### src/verilog/cfifo_pkg.sv
/*
 * Shared sizes, word types and the configuration opcode
 * for the credit-based FIFO
 */

`default_nettype none

package cfifo_pkg;

  // ----------------------------------------
  // Sizes
  // ----------------------------------------

  // Storage slots, also the largest credit count
  localparam int DEPTH = 8;
  // Data word width
  localparam int WIDTH = 16;
  // Pointer width for DEPTH slots
  localparam int ADDR_W = 3;
  // Counts from 0 up to DEPTH inclusive
  localparam int COUNT_W = 4;
  localparam int CREDIT_W = 4;

  // ----------------------------------------
  // Types
  // ----------------------------------------

  typedef logic [WIDTH-1:0] data_t;
  typedef logic [ADDR_W-1:0] addr_t;
  typedef logic [COUNT_W-1:0] count_t;
  typedef logic [CREDIT_W-1:0] credit_t;

  // Configuration opcodes, decoded on a cfg_valid strobe
  typedef enum logic [1:0] {
    CFG_NOP      = 2'd0,
    CFG_INITIAL  = 2'd1,  // write initial credit
    CFG_WITHHOLD = 2'd2,  // write withheld credit
    CFG_REINIT   = 2'd3   // reload count from initial credit
  } cfg_op_e;

endpackage

`default_nettype wire

### src/verilog/cfifo_if.sv
/*
 * Internal FIFO bus: storage write and read ports
 * plus the push and pop beat pulses between controllers
 */

`default_nettype none

interface cfifo_if;

  // ----------------------------------------
  // Storage write port
  // ----------------------------------------
  logic              wr_valid;
  cfifo_pkg::addr_t  wr_addr;
  cfifo_pkg::data_t  wr_data;

  // Storage read port, combinational read
  cfifo_pkg::addr_t  rd_addr;
  cfifo_pkg::data_t  rd_data;

  // One pulse per accepted word, one per removed word
  logic              push_beat;
  logic              pop_beat;

  // Push side writes storage, watches pops for free slots
  modport push (
    output wr_valid, wr_addr, wr_data, push_beat,
    input  pop_beat
  );

  // Pop side reads storage, watches pushes for occupancy
  modport pop (
    output rd_addr, pop_beat,
    input  rd_data, push_beat
  );

  modport ram (
    input  wr_valid, wr_addr, wr_data, rd_addr,
    output rd_data
  );

  // Credit return only needs to know a slot was freed
  modport credit (
    input pop_beat
  );

endinterface

`default_nettype wire

### src/verilog/cfifo_credit_receiver.sv
/*
 * Credit receiver: credit counter, available credit after withhold,
 * registered credit pulse and forwarding of the push inputs
 */

`default_nettype none

module cfifo_credit_receiver (
  input  wire                     clk,
  input  wire                     rst_n,
  // Sender side
  input  wire                     push_credit_stall,
  output logic                    push_credit,
  input  wire                     push_valid,
  input  wire cfifo_pkg::data_t   push_data,
  // From configuration registers
  input  wire cfifo_pkg::credit_t credit_initial,
  input  wire cfifo_pkg::credit_t credit_withhold,
  input  wire                     reinit,
  // Status
  output cfifo_pkg::credit_t      credit_count,
  output cfifo_pkg::credit_t      credit_available,
  // Internal write toward push controller
  output logic                    wr_valid_int,
  output cfifo_pkg::data_t        wr_data_int,
  cfifo_if.credit                 fifo
);

  logic               credit_grant;
  cfifo_pkg::credit_t credit_count_next;

  // ----------------------------------------
  // Push forwarding
  // ----------------------------------------

  // Sender only pushes against a held credit, so no flow control here
  assign wr_valid_int = push_valid;
  assign wr_data_int  = push_data;

  // ----------------------------------------
  // Credit accounting
  // ----------------------------------------

  // Withheld credits stay counted but are not handed out
  assign credit_available = (credit_count > credit_withhold) ?
                            (credit_count - credit_withhold) : '0;

  // Grant a pulse at this edge; suppressed during a reload
  assign credit_grant = (credit_available != '0) && !push_credit_stall && !reinit;

  // Freed slot adds one, granted pulse removes one
  always_comb begin
    if (reinit) begin
      credit_count_next = credit_initial;
    end else begin
      credit_count_next = credit_count
                        + cfifo_pkg::credit_t'(fifo.pop_beat)
                        - cfifo_pkg::credit_t'(credit_grant);
    end
  end

  always_ff @(posedge clk or negedge rst_n) begin
    if (!rst_n) begin
      credit_count <= cfifo_pkg::credit_t'(cfifo_pkg::DEPTH);
      push_credit  <= 1'b0;
    end else begin
      credit_count <= credit_count_next;
      push_credit  <= credit_grant;
    end
  end

  // ----------------------------------------
  // Checks
  // ----------------------------------------

  // A pop with the count already at DEPTH means a lost credit somewhere
  credit_count_in_range_a : assert property (
    @(posedge clk) disable iff (!rst_n)
    32'(credit_count) <= cfifo_pkg::DEPTH
  ) else $error("credit_count above DEPTH");

endmodule

`default_nettype wire

### src/verilog/cfifo_credit_regs.sv
/*
 * Configuration registers for initial and withheld credit
 * and the credit reinit pulse
 */

`default_nettype none

module cfifo_credit_regs (
  input  wire                     clk,
  input  wire                     rst_n,
  // Configuration strobe
  input  wire                     cfg_valid,
  input  wire cfifo_pkg::cfg_op_e cfg_op,
  input  wire cfifo_pkg::credit_t cfg_data,
  // To credit receiver
  output cfifo_pkg::credit_t      credit_initial,
  output cfifo_pkg::credit_t      credit_withhold,
  output logic                    reinit
);

  // ----------------------------------------
  // Opcode decode
  // ----------------------------------------

  // Registers load at the strobe edge
  always_ff @(posedge clk or negedge rst_n) begin
    if (!rst_n) begin
      credit_initial  <= cfifo_pkg::credit_t'(cfifo_pkg::DEPTH);
      credit_withhold <= '0;
    end else if (cfg_valid) begin
      case (cfg_op)
        cfifo_pkg::CFG_INITIAL:  credit_initial  <= cfg_data;
        cfifo_pkg::CFG_WITHHOLD: credit_withhold <= cfg_data;
        default: begin
        end
      endcase
    end
  end

  // Reinit is a one-cycle registered pulse
  // Count reloads one edge after it, two after the strobe
  always_ff @(posedge clk or negedge rst_n) begin
    if (!rst_n) begin
      reinit <= 1'b0;
    end else begin
      reinit <= cfg_valid && (cfg_op == cfifo_pkg::CFG_REINIT);
    end
  end

  // ----------------------------------------
  // Checks
  // ----------------------------------------

  // Initial credit above DEPTH would let the sender overrun storage
  initial_credit_in_range_a : assert property (
    @(posedge clk) disable iff (!rst_n)
    cfg_valid && (cfg_op == cfifo_pkg::CFG_INITIAL)
      |=> 32'(credit_initial) <= cfifo_pkg::DEPTH
  ) else $error("credit_initial written above DEPTH");

endmodule

`default_nettype wire

### src/verilog/cfifo_pop_ctrl.sv
/*
 * Pop controller: read pointer, occupancy count,
 * registered pop_valid and pop data from storage
 */

`default_nettype none

module cfifo_pop_ctrl (
  input  wire              clk,
  input  wire              rst_n,
  // Receiver side
  input  wire              pop,
  output logic             pop_valid,
  output cfifo_pkg::data_t pop_data,
  cfifo_if.pop             fifo
);

  cfifo_pkg::addr_t  rd_ptr;
  cfifo_pkg::count_t items;
  cfifo_pkg::count_t items_next;

  // ----------------------------------------
  // Read side
  // ----------------------------------------

  // Pop only counts while a word is shown
  assign fifo.pop_beat = pop && pop_valid;
  assign fifo.rd_addr  = rd_ptr;
  // Oldest word straight from the storage read port
  assign pop_data      = fifo.rd_data;

  always_ff @(posedge clk or negedge rst_n) begin
    if (!rst_n) begin
      rd_ptr <= '0;
    end else if (fifo.pop_beat) begin
      if (rd_ptr == cfifo_pkg::addr_t'(cfifo_pkg::DEPTH - 1)) begin
        rd_ptr <= '0;
      end else begin
        rd_ptr <= rd_ptr + 1'b1;
      end
    end
  end

  // ----------------------------------------
  // Occupancy
  // ----------------------------------------

  // Push raises, pop lowers
  assign items_next = items
                    + cfifo_pkg::count_t'(fifo.push_beat)
                    - cfifo_pkg::count_t'(fifo.pop_beat);

  // pop_valid rises the edge after the first push lands
  always_ff @(posedge clk or negedge rst_n) begin
    if (!rst_n) begin
      items     <= '0;
      pop_valid <= 1'b0;
    end else begin
      items     <= items_next;
      pop_valid <= (items_next != '0);
    end
  end

  // ----------------------------------------
  // Checks
  // ----------------------------------------

  // Receiver must wait for pop_valid
  no_underflow_a : assert property (
    @(posedge clk) disable iff (!rst_n)
    pop |-> pop_valid
  ) else $error("pop without pop_valid");

endmodule

`default_nettype wire

### src/verilog/cfifo_push_ctrl.sv
/*
 * Push controller: write pointer, storage write,
 * free-slot counter and registered full flag
 */

`default_nettype none

module cfifo_push_ctrl (
  input  wire                   clk,
  input  wire                   rst_n,
  // Internal write from credit receiver
  input  wire                   wr_valid_int,
  input  wire cfifo_pkg::data_t wr_data_int,
  // Status
  output logic                  full,
  output cfifo_pkg::count_t     slots,
  cfifo_if.push                 fifo
);

  cfifo_pkg::addr_t  wr_ptr;
  cfifo_pkg::count_t slots_next;

  // ----------------------------------------
  // Storage write
  // ----------------------------------------

  // Every push is accepted, credit already guarantees room
  assign fifo.wr_valid  = wr_valid_int;
  assign fifo.wr_addr   = wr_ptr;
  assign fifo.wr_data   = wr_data_int;
  assign fifo.push_beat = wr_valid_int;

  // Write pointer wraps at DEPTH
  always_ff @(posedge clk or negedge rst_n) begin
    if (!rst_n) begin
      wr_ptr <= '0;
    end else if (fifo.push_beat) begin
      if (wr_ptr == cfifo_pkg::addr_t'(cfifo_pkg::DEPTH - 1)) begin
        wr_ptr <= '0;
      end else begin
        wr_ptr <= wr_ptr + 1'b1;
      end
    end
  end

  // ----------------------------------------
  // Free slots and full
  // ----------------------------------------

  // Simultaneous push and pop leave the count unchanged
  assign slots_next = slots
                    - cfifo_pkg::count_t'(fifo.push_beat)
                    + cfifo_pkg::count_t'(fifo.pop_beat);

  always_ff @(posedge clk or negedge rst_n) begin
    if (!rst_n) begin
      slots <= cfifo_pkg::count_t'(cfifo_pkg::DEPTH);
      full  <= 1'b0;
    end else if (fifo.push_beat || fifo.pop_beat) begin
      slots <= slots_next;
      full  <= (slots_next == '0);
    end
  end

  // ----------------------------------------
  // Checks
  // ----------------------------------------

  // Sender pushed without a credit
  no_overflow_a : assert property (
    @(posedge clk) disable iff (!rst_n)
    wr_valid_int |-> !full
  ) else $error("push while full");

  slots_in_range_a : assert property (
    @(posedge clk) disable iff (!rst_n)
    32'(slots) <= cfifo_pkg::DEPTH
  ) else $error("slots above DEPTH");

endmodule

`default_nettype wire

### src/verilog/cfifo_ram.sv
/*
 * Flip-flop storage, synchronous write and combinational read
 */

`default_nettype none

module cfifo_ram (
  input  wire  clk,
  cfifo_if.ram fifo
);

  // DEPTH words of WIDTH bits, no reset on payload
  cfifo_pkg::data_t mem [cfifo_pkg::DEPTH];

  always_ff @(posedge clk) begin
    if (fifo.wr_valid) begin
      mem[fifo.wr_addr] <= fifo.wr_data;
    end
  end

  // Read flows through in the same cycle
  assign fifo.rd_data = mem[fifo.rd_addr];

endmodule

`default_nettype wire

### src/verilog/cfifo_top.sv
/*
 * Credit-based FIFO top level, instances and wiring only
 */

`default_nettype none

module cfifo_top (
  input  wire                     clk,
  input  wire                     rst_n,
  // Sender side
  input  wire                     push_credit_stall,
  output logic                    push_credit,
  input  wire                     push_valid,
  input  wire cfifo_pkg::data_t   push_data,
  // Receiver side
  input  wire                     pop,
  output logic                    pop_valid,
  output cfifo_pkg::data_t        pop_data,
  // Configuration
  input  wire                     cfg_valid,
  input  wire cfifo_pkg::cfg_op_e cfg_op,
  input  wire cfifo_pkg::credit_t cfg_data,
  // Status
  output logic                    full,
  output cfifo_pkg::count_t       slots,
  output cfifo_pkg::credit_t      credit_count,
  output cfifo_pkg::credit_t      credit_available
);

  logic               wr_valid_int;
  cfifo_pkg::data_t   wr_data_int;
  cfifo_pkg::credit_t credit_initial;
  cfifo_pkg::credit_t credit_withhold;
  logic               reinit;

  cfifo_if fifo ();

  // ----------------------------------------
  // Credit side
  // ----------------------------------------
  cfifo_credit_regs u_credit_regs (
    .clk             (clk),
    .rst_n           (rst_n),
    .cfg_valid       (cfg_valid),
    .cfg_op          (cfg_op),
    .cfg_data        (cfg_data),
    .credit_initial  (credit_initial),
    .credit_withhold (credit_withhold),
    .reinit          (reinit)
  );

  cfifo_credit_receiver u_credit_receiver (
    .clk               (clk),
    .rst_n             (rst_n),
    .push_credit_stall (push_credit_stall),
    .push_credit       (push_credit),
    .push_valid        (push_valid),
    .push_data         (push_data),
    .credit_initial    (credit_initial),
    .credit_withhold   (credit_withhold),
    .reinit            (reinit),
    .credit_count      (credit_count),
    .credit_available  (credit_available),
    .wr_valid_int      (wr_valid_int),
    .wr_data_int       (wr_data_int),
    .fifo              (fifo)
  );

  // ----------------------------------------
  // Data path
  // ----------------------------------------
  cfifo_push_ctrl u_push_ctrl (
    .clk          (clk),
    .rst_n        (rst_n),
    .wr_valid_int (wr_valid_int),
    .wr_data_int  (wr_data_int),
    .full         (full),
    .slots        (slots),
    .fifo         (fifo)
  );

  cfifo_ram u_ram (
    .clk  (clk),
    .fifo (fifo)
  );

  cfifo_pop_ctrl u_pop_ctrl (
    .clk       (clk),
    .rst_n     (rst_n),
    .pop       (pop),
    .pop_valid (pop_valid),
    .pop_data  (pop_data),
    .fifo      (fifo)
  );

endmodule

`default_nettype wire
### config.mk
export PLATFORM = sky130hd
export DESIGN_NAME = cfifo_top
export DESIGN_NICKNAME = d
export VERILOG_FILES = /design/src/verilog/cfifo_pkg.sv /design/src/verilog/cfifo_if.sv /design/src/verilog/cfifo_credit_receiver.sv /design/src/verilog/cfifo_credit_regs.sv /design/src/verilog/cfifo_pop_ctrl.sv /design/src/verilog/cfifo_push_ctrl.sv /design/src/verilog/cfifo_ram.sv /design/src/verilog/cfifo_top.sv
export SDC_FILE = /design/constraint.sdc
export NUM_CORES = 1
export LEC_CHECK = 0
export BUFFER_PORTS_ARGS = -buffer_cell sky130_fd_sc_hd__buf_2
export CELL_PAD_IN_SITES_DETAIL_PLACEMENT = 0
export CELL_PAD_IN_SITES_GLOBAL_PLACEMENT = 1
export CORE_MARGIN = 10
export CORE_UTILIZATION = 30
export CTS_CLUSTER_DIAMETER = 30
export DETAILED_ROUTE_END_ITERATION = 6
export PLACE_DENSITY_LB_ADDON = 0.25
export SLEW_MARGIN = 40
export SYNTH_ARGS = -nofsm -noshare
export SYNTH_HDL_FRONTEND = slang
export SYNTH_SLANG_ARGS = --single-unit
### constraint.sdc
create_clock -name clk -period 4.45 [get_ports clk]
set_clock_uncertainty 0.2 [all_clocks]
set_input_delay 0.445 -clock clk [delete_from_list [all_inputs] [get_ports clk]]
set_output_delay 0.445 -clock clk [all_outputs]
set_load 0.02 [all_outputs]
==> run_results.csv <==
group,metric,value,unit
outcome,outcome,"finished clean",
synthesis,syn_nets,401,
timing,worst_slack,1080,ps
synthesis,ys_warn_count,0,
routing,drt_wl_total,13300,microns
placed_design,port_buffers,58,
synthesis,yosys.area_share.simple,2.53,%
grt,gr-total-overflow,0,
floorplan,core_area,0.0219,sq mm
routing,drc_errors,0,
synthesis,synth_edf_count,128,
placed_design,place_hpwl,8150,microns
synthesis,dominantRegCellSynth,"edfxtp_1",
worst_setup_path,critPathKind,"reg -> reg",
routing,wl_per_cell,18.5,microns
floorplan,fp.dieH,169,microns
synthesis,synthMuxAreaShare,17.4,%
timing,fin_crit,3370,ps
clock_tree,cts.path.max_buffers,2,
clock_tree,htree_num_levels,4,
layout,nFillCells,2085,
clock_tree,clkTransAtPathRegs,70,ps
timing,tightest_slew,729,ps
synthesis,synth_compound_area_share,1.93,%
timing,slew_headroom,51.4,%
power,p_comb_share,34.6,%
synthesis,netlist_top_cells_count,"edfxtp_1, mux2_2, mux4_1",
synthesis,synth_top_family_by_area,"multiplexers",
power,clockPowerShare,25.7,%
worst_setup_path,worst_path_most_repeated_cell,"inv_1",
power,switchingPower,0.00187,W
timing,fmax,297,MHz
worst_setup_path,crit_chain,"inv_1 > ha_1 > inv_1 > fa_1 > a21o_1 > a21oi_1 > a41o_1 > or3_1 > a41oi_1 > ha_1 > inv_1 > ha_1 > inv_1 > fa_1 > xor2_1 > o21ai_0",
layout,multiInputGateArea,0.00191,sq mm
floorplan,dieWidth,169,microns
timing,fin_tns_setup,0,ps
hold_path,hold_class,"in -> reg",
floorplan,row_count,54,
worst_setup_path,r2r-start,"u_credit_receiver.credit_count[0]",
synthesis,synth-adder-area-share,4.94,%
synthesis,yosysMostFrequentCell,"edfxtp_1",
routing,num_vias,3290,
floorplan,start_util,30.5,%
clock_tree,worstSkewPairLatency,420,ps
clock_tree,cts-root-buf,"clkbuf_16",
power,p_int,0.00350,W
timing,rsz0062_at_grt,"false",
worst_setup_path,slowest_stage,"fa_1",
synthesis,syn_area_per_cell,19.2,sq um
power,worst_ir_drop_vdd,295,uV
worst_setup_path,reg2reg_slack,1080,ps
power,total_leakage_power,2.98,nW
synthesis,synth_top_area_cell,"edfxtp_1",
worst_setup_path,worst-r2r-cell-count,16,
synthesis,synthArstFlopShare,19.0,%
routing,drtPass1Iterations,4,
floorplan,die-area,0.0287,sq mm
synthesis,synth_seq_cells,158,
placed_design,place_ws,1090,ps
synthesis,ys_types,33,
worst_setup_path,critPathBufInv,4,
worst_setup_path,critPathTopFamily,"adder cells",
grt,grt_max_degree,36,
timing,slew_violations,0,
clock_tree,tritoncts,"done",
worst_setup_path,start_kind,"flop",
synthesis,synth_xor_area_share,1.57,%
layout,synthToLayoutAreaGrowth,18.3,%
synthesis,syn_inst,349,
grt,grt_first_pass_wirelength,21000,microns
routing,drtIter0Drc,171,
synthesis,syn_area,0.00668,sq mm
power,switching_share,34.8,%
synthesis,yosysSeqAreaShare,68.8,%
worst_setup_path,r2r-end,"u_credit_receiver.credit_count[2]",
grt,grt_use_total,9.79,%
synthesis,synth_top_area_share,57.5,%
grt,antenna_found_initial,3,
hold_path,hold_depth,2,
placed_design,place.gp.congestion,0.742,
timing,period_share,75.7,%
timing,hold_viol_final,0,
power,powerDensity,679,mW/mm^2
routing,drtAntennaViolNets,0,
layout,drive_gt1_share,31.7,%
job,cap_violations,0,
worst_setup_path,crit_fanout,4,
timing,setup_viol,0,
hold_path,hp-start,"cfg_data[0]",
clock_tree,cts_buffers,17,
floorplan,io_pins,59,
worst_setup_path,crit_path_end_kind,"flop",
clock_tree,post_cts_buffers,0,
worst_setup_path,required,4590,ps
worst_setup_path,slowest_delay,380,ps
synthesis,synthTopCellsByArea,"edfxtp_1, mux4_1, dfrtp_1, mux2_2, ha_1",
clock_tree,clock_sinks,158,
power,seqPwrFrac,39.6,%
layout,final_nets,477,
layout,final-seq-area,0.00460,sq mm
worst_setup_path,arrival,3510,ps
grt,grt_pass1_vias,3647,
routing,vias_per_cell,4.57,
hold_path,hold_end,"u_credit_regs.credit_initial[0]",
flip-flops by register name (all words and copies together) (netlist names):
name,count
u_ram.mem,128
u_credit_receiver.credit_count,4
u_credit_regs.credit_initial,4
u_credit_regs.credit_withhold,4
u_pop_ctrl.items,4
u_push_ctrl.slots,4
u_pop_ctrl.fifo.rd_addr,3
u_push_ctrl.fifo.wr_addr,3
u_credit_receiver.push_credit,1
u_credit_regs.reinit,1
u_pop_ctrl.pop_valid,1
u_push_ctrl.full,1
worst max-delay path by stage:
| stage | slack (ps) | cells after the start | endpoint | start |
|---|---|---|---|---|
| final | 1080 | 16 | u_credit_receiver.credit_count[2] | u_credit_receiver.credit_count[0] |
| after global routing | 810 | 16 | u_credit_receiver.credit_count[2] | u_credit_receiver.credit_count[0] |
| after CTS | 1070 | 16 | u_credit_receiver.credit_count[2] | u_credit_receiver.credit_count[0] |
| after detailed placement | 1090 | 16 | u_credit_receiver.credit_count[2] | u_credit_receiver.credit_count[0] |
| after global placement | 1150 | 16 | u_credit_receiver.credit_count[2] | u_credit_receiver.credit_count[0] |
| after floorplan | 1190 | 16 | u_credit_receiver.credit_count[2] | u_credit_receiver.credit_count[0] |
stage by stage:
step                instances  utilization [%]  total power [W]  area (sq um)  hold WS, ps
floorplan                 349                -          0.00350          6680        -50.6
global route              719             36.1          0.00572          7900         65.5
global placement          685             33.4          0.00401          7310          279
finish                    720             36.1          0.00537          7910         81.8
detailed placement        685             33.4          0.00408          7320          285
CTS                       718             36.1          0.00547          7900         61.1
worst register-to-register path: stages (launching register included):
cell and delay, ps:
dfrtp_1 370, inv_1 50, ha_1 180, inv_1 90
fa_1 220, a21o_1 120, a21oi_1 80, a41o_1 250
or3_1 310, a41oi_1 220, ha_1 270, inv_1 60
ha_1 150, inv_1 60, fa_1 380, xor2_1 150
o21ai_0 140
power by group through the flow:
stage          Sequential, W  Combinational (W)  Clock, W
6_report             0.00213            0.00186   0.00138
5_1_grt              0.00217            0.00207   0.00149
4_1_cts              0.00213            0.00192   0.00142
3_5_place_dp         0.00216            0.00191         0
3_3_place_gp         0.00215            0.00187         0
2_1_floorplan        0.00208            0.00141         0
per-layer routing:
metal,share of wire (%),wire length (microns),GRT usage [%]
met3,4.4,586,3.22
met5,0.15,20,0
met2,51,6760,16.4
met4,1.8,242,4.24
met1,43,5680,11.2
repair_timing:
action / in CTS / in global routing
hold buffers: 1 / 0
gates resized for setup: 0 / 0
endpoints found under the hold margin: 27 / 0
setup endpoints to repair: 0 / 0
area by class of cell:
type | instances | area share [%]
Sequential cell | 158 | 58.2
Multi-Input combinational cell | 153 | 24.1
Clock buffer | 17 | 5.38
Timing Repair Buffer | 68 | 4.65
Tap cell | 280 | 4.43
Clock inverter | 15 | 1.85
Inverter | 27 | 1.28
Antenna cell | 2 | 0.0633
placed cells by master (no fill, tap or decap), drive strengths merged, types with 9 or more instances in the layout:
| cell type | Yosys | routed |
|---|---|---|
| inv | 27 | 35 |
| clkbuf | 3 | 17 |
| ha | 20 | 20 |
| nand2 | 9 | 9 |
| mux4 | 32 | 32 |
| mux2 | 29 | 29 |
| nor2 | 13 | 13 |
| buf | 8 | 67 |
| dfrtp | 27 | 27 |
| edfxtp | 128 | 128 |
logic make-up after synthesis:
family                   Yosys count
flip-flops                       158
buffers and inverters             38
adder cells (fa/ha/maj)           24
AND/OR/NAND/NOR                   35
AO/OA/AOI/OAI                     20
multiplexers                      62
XOR/XNOR                          12
Note: power is estimated with default switching activity, not from simulation.
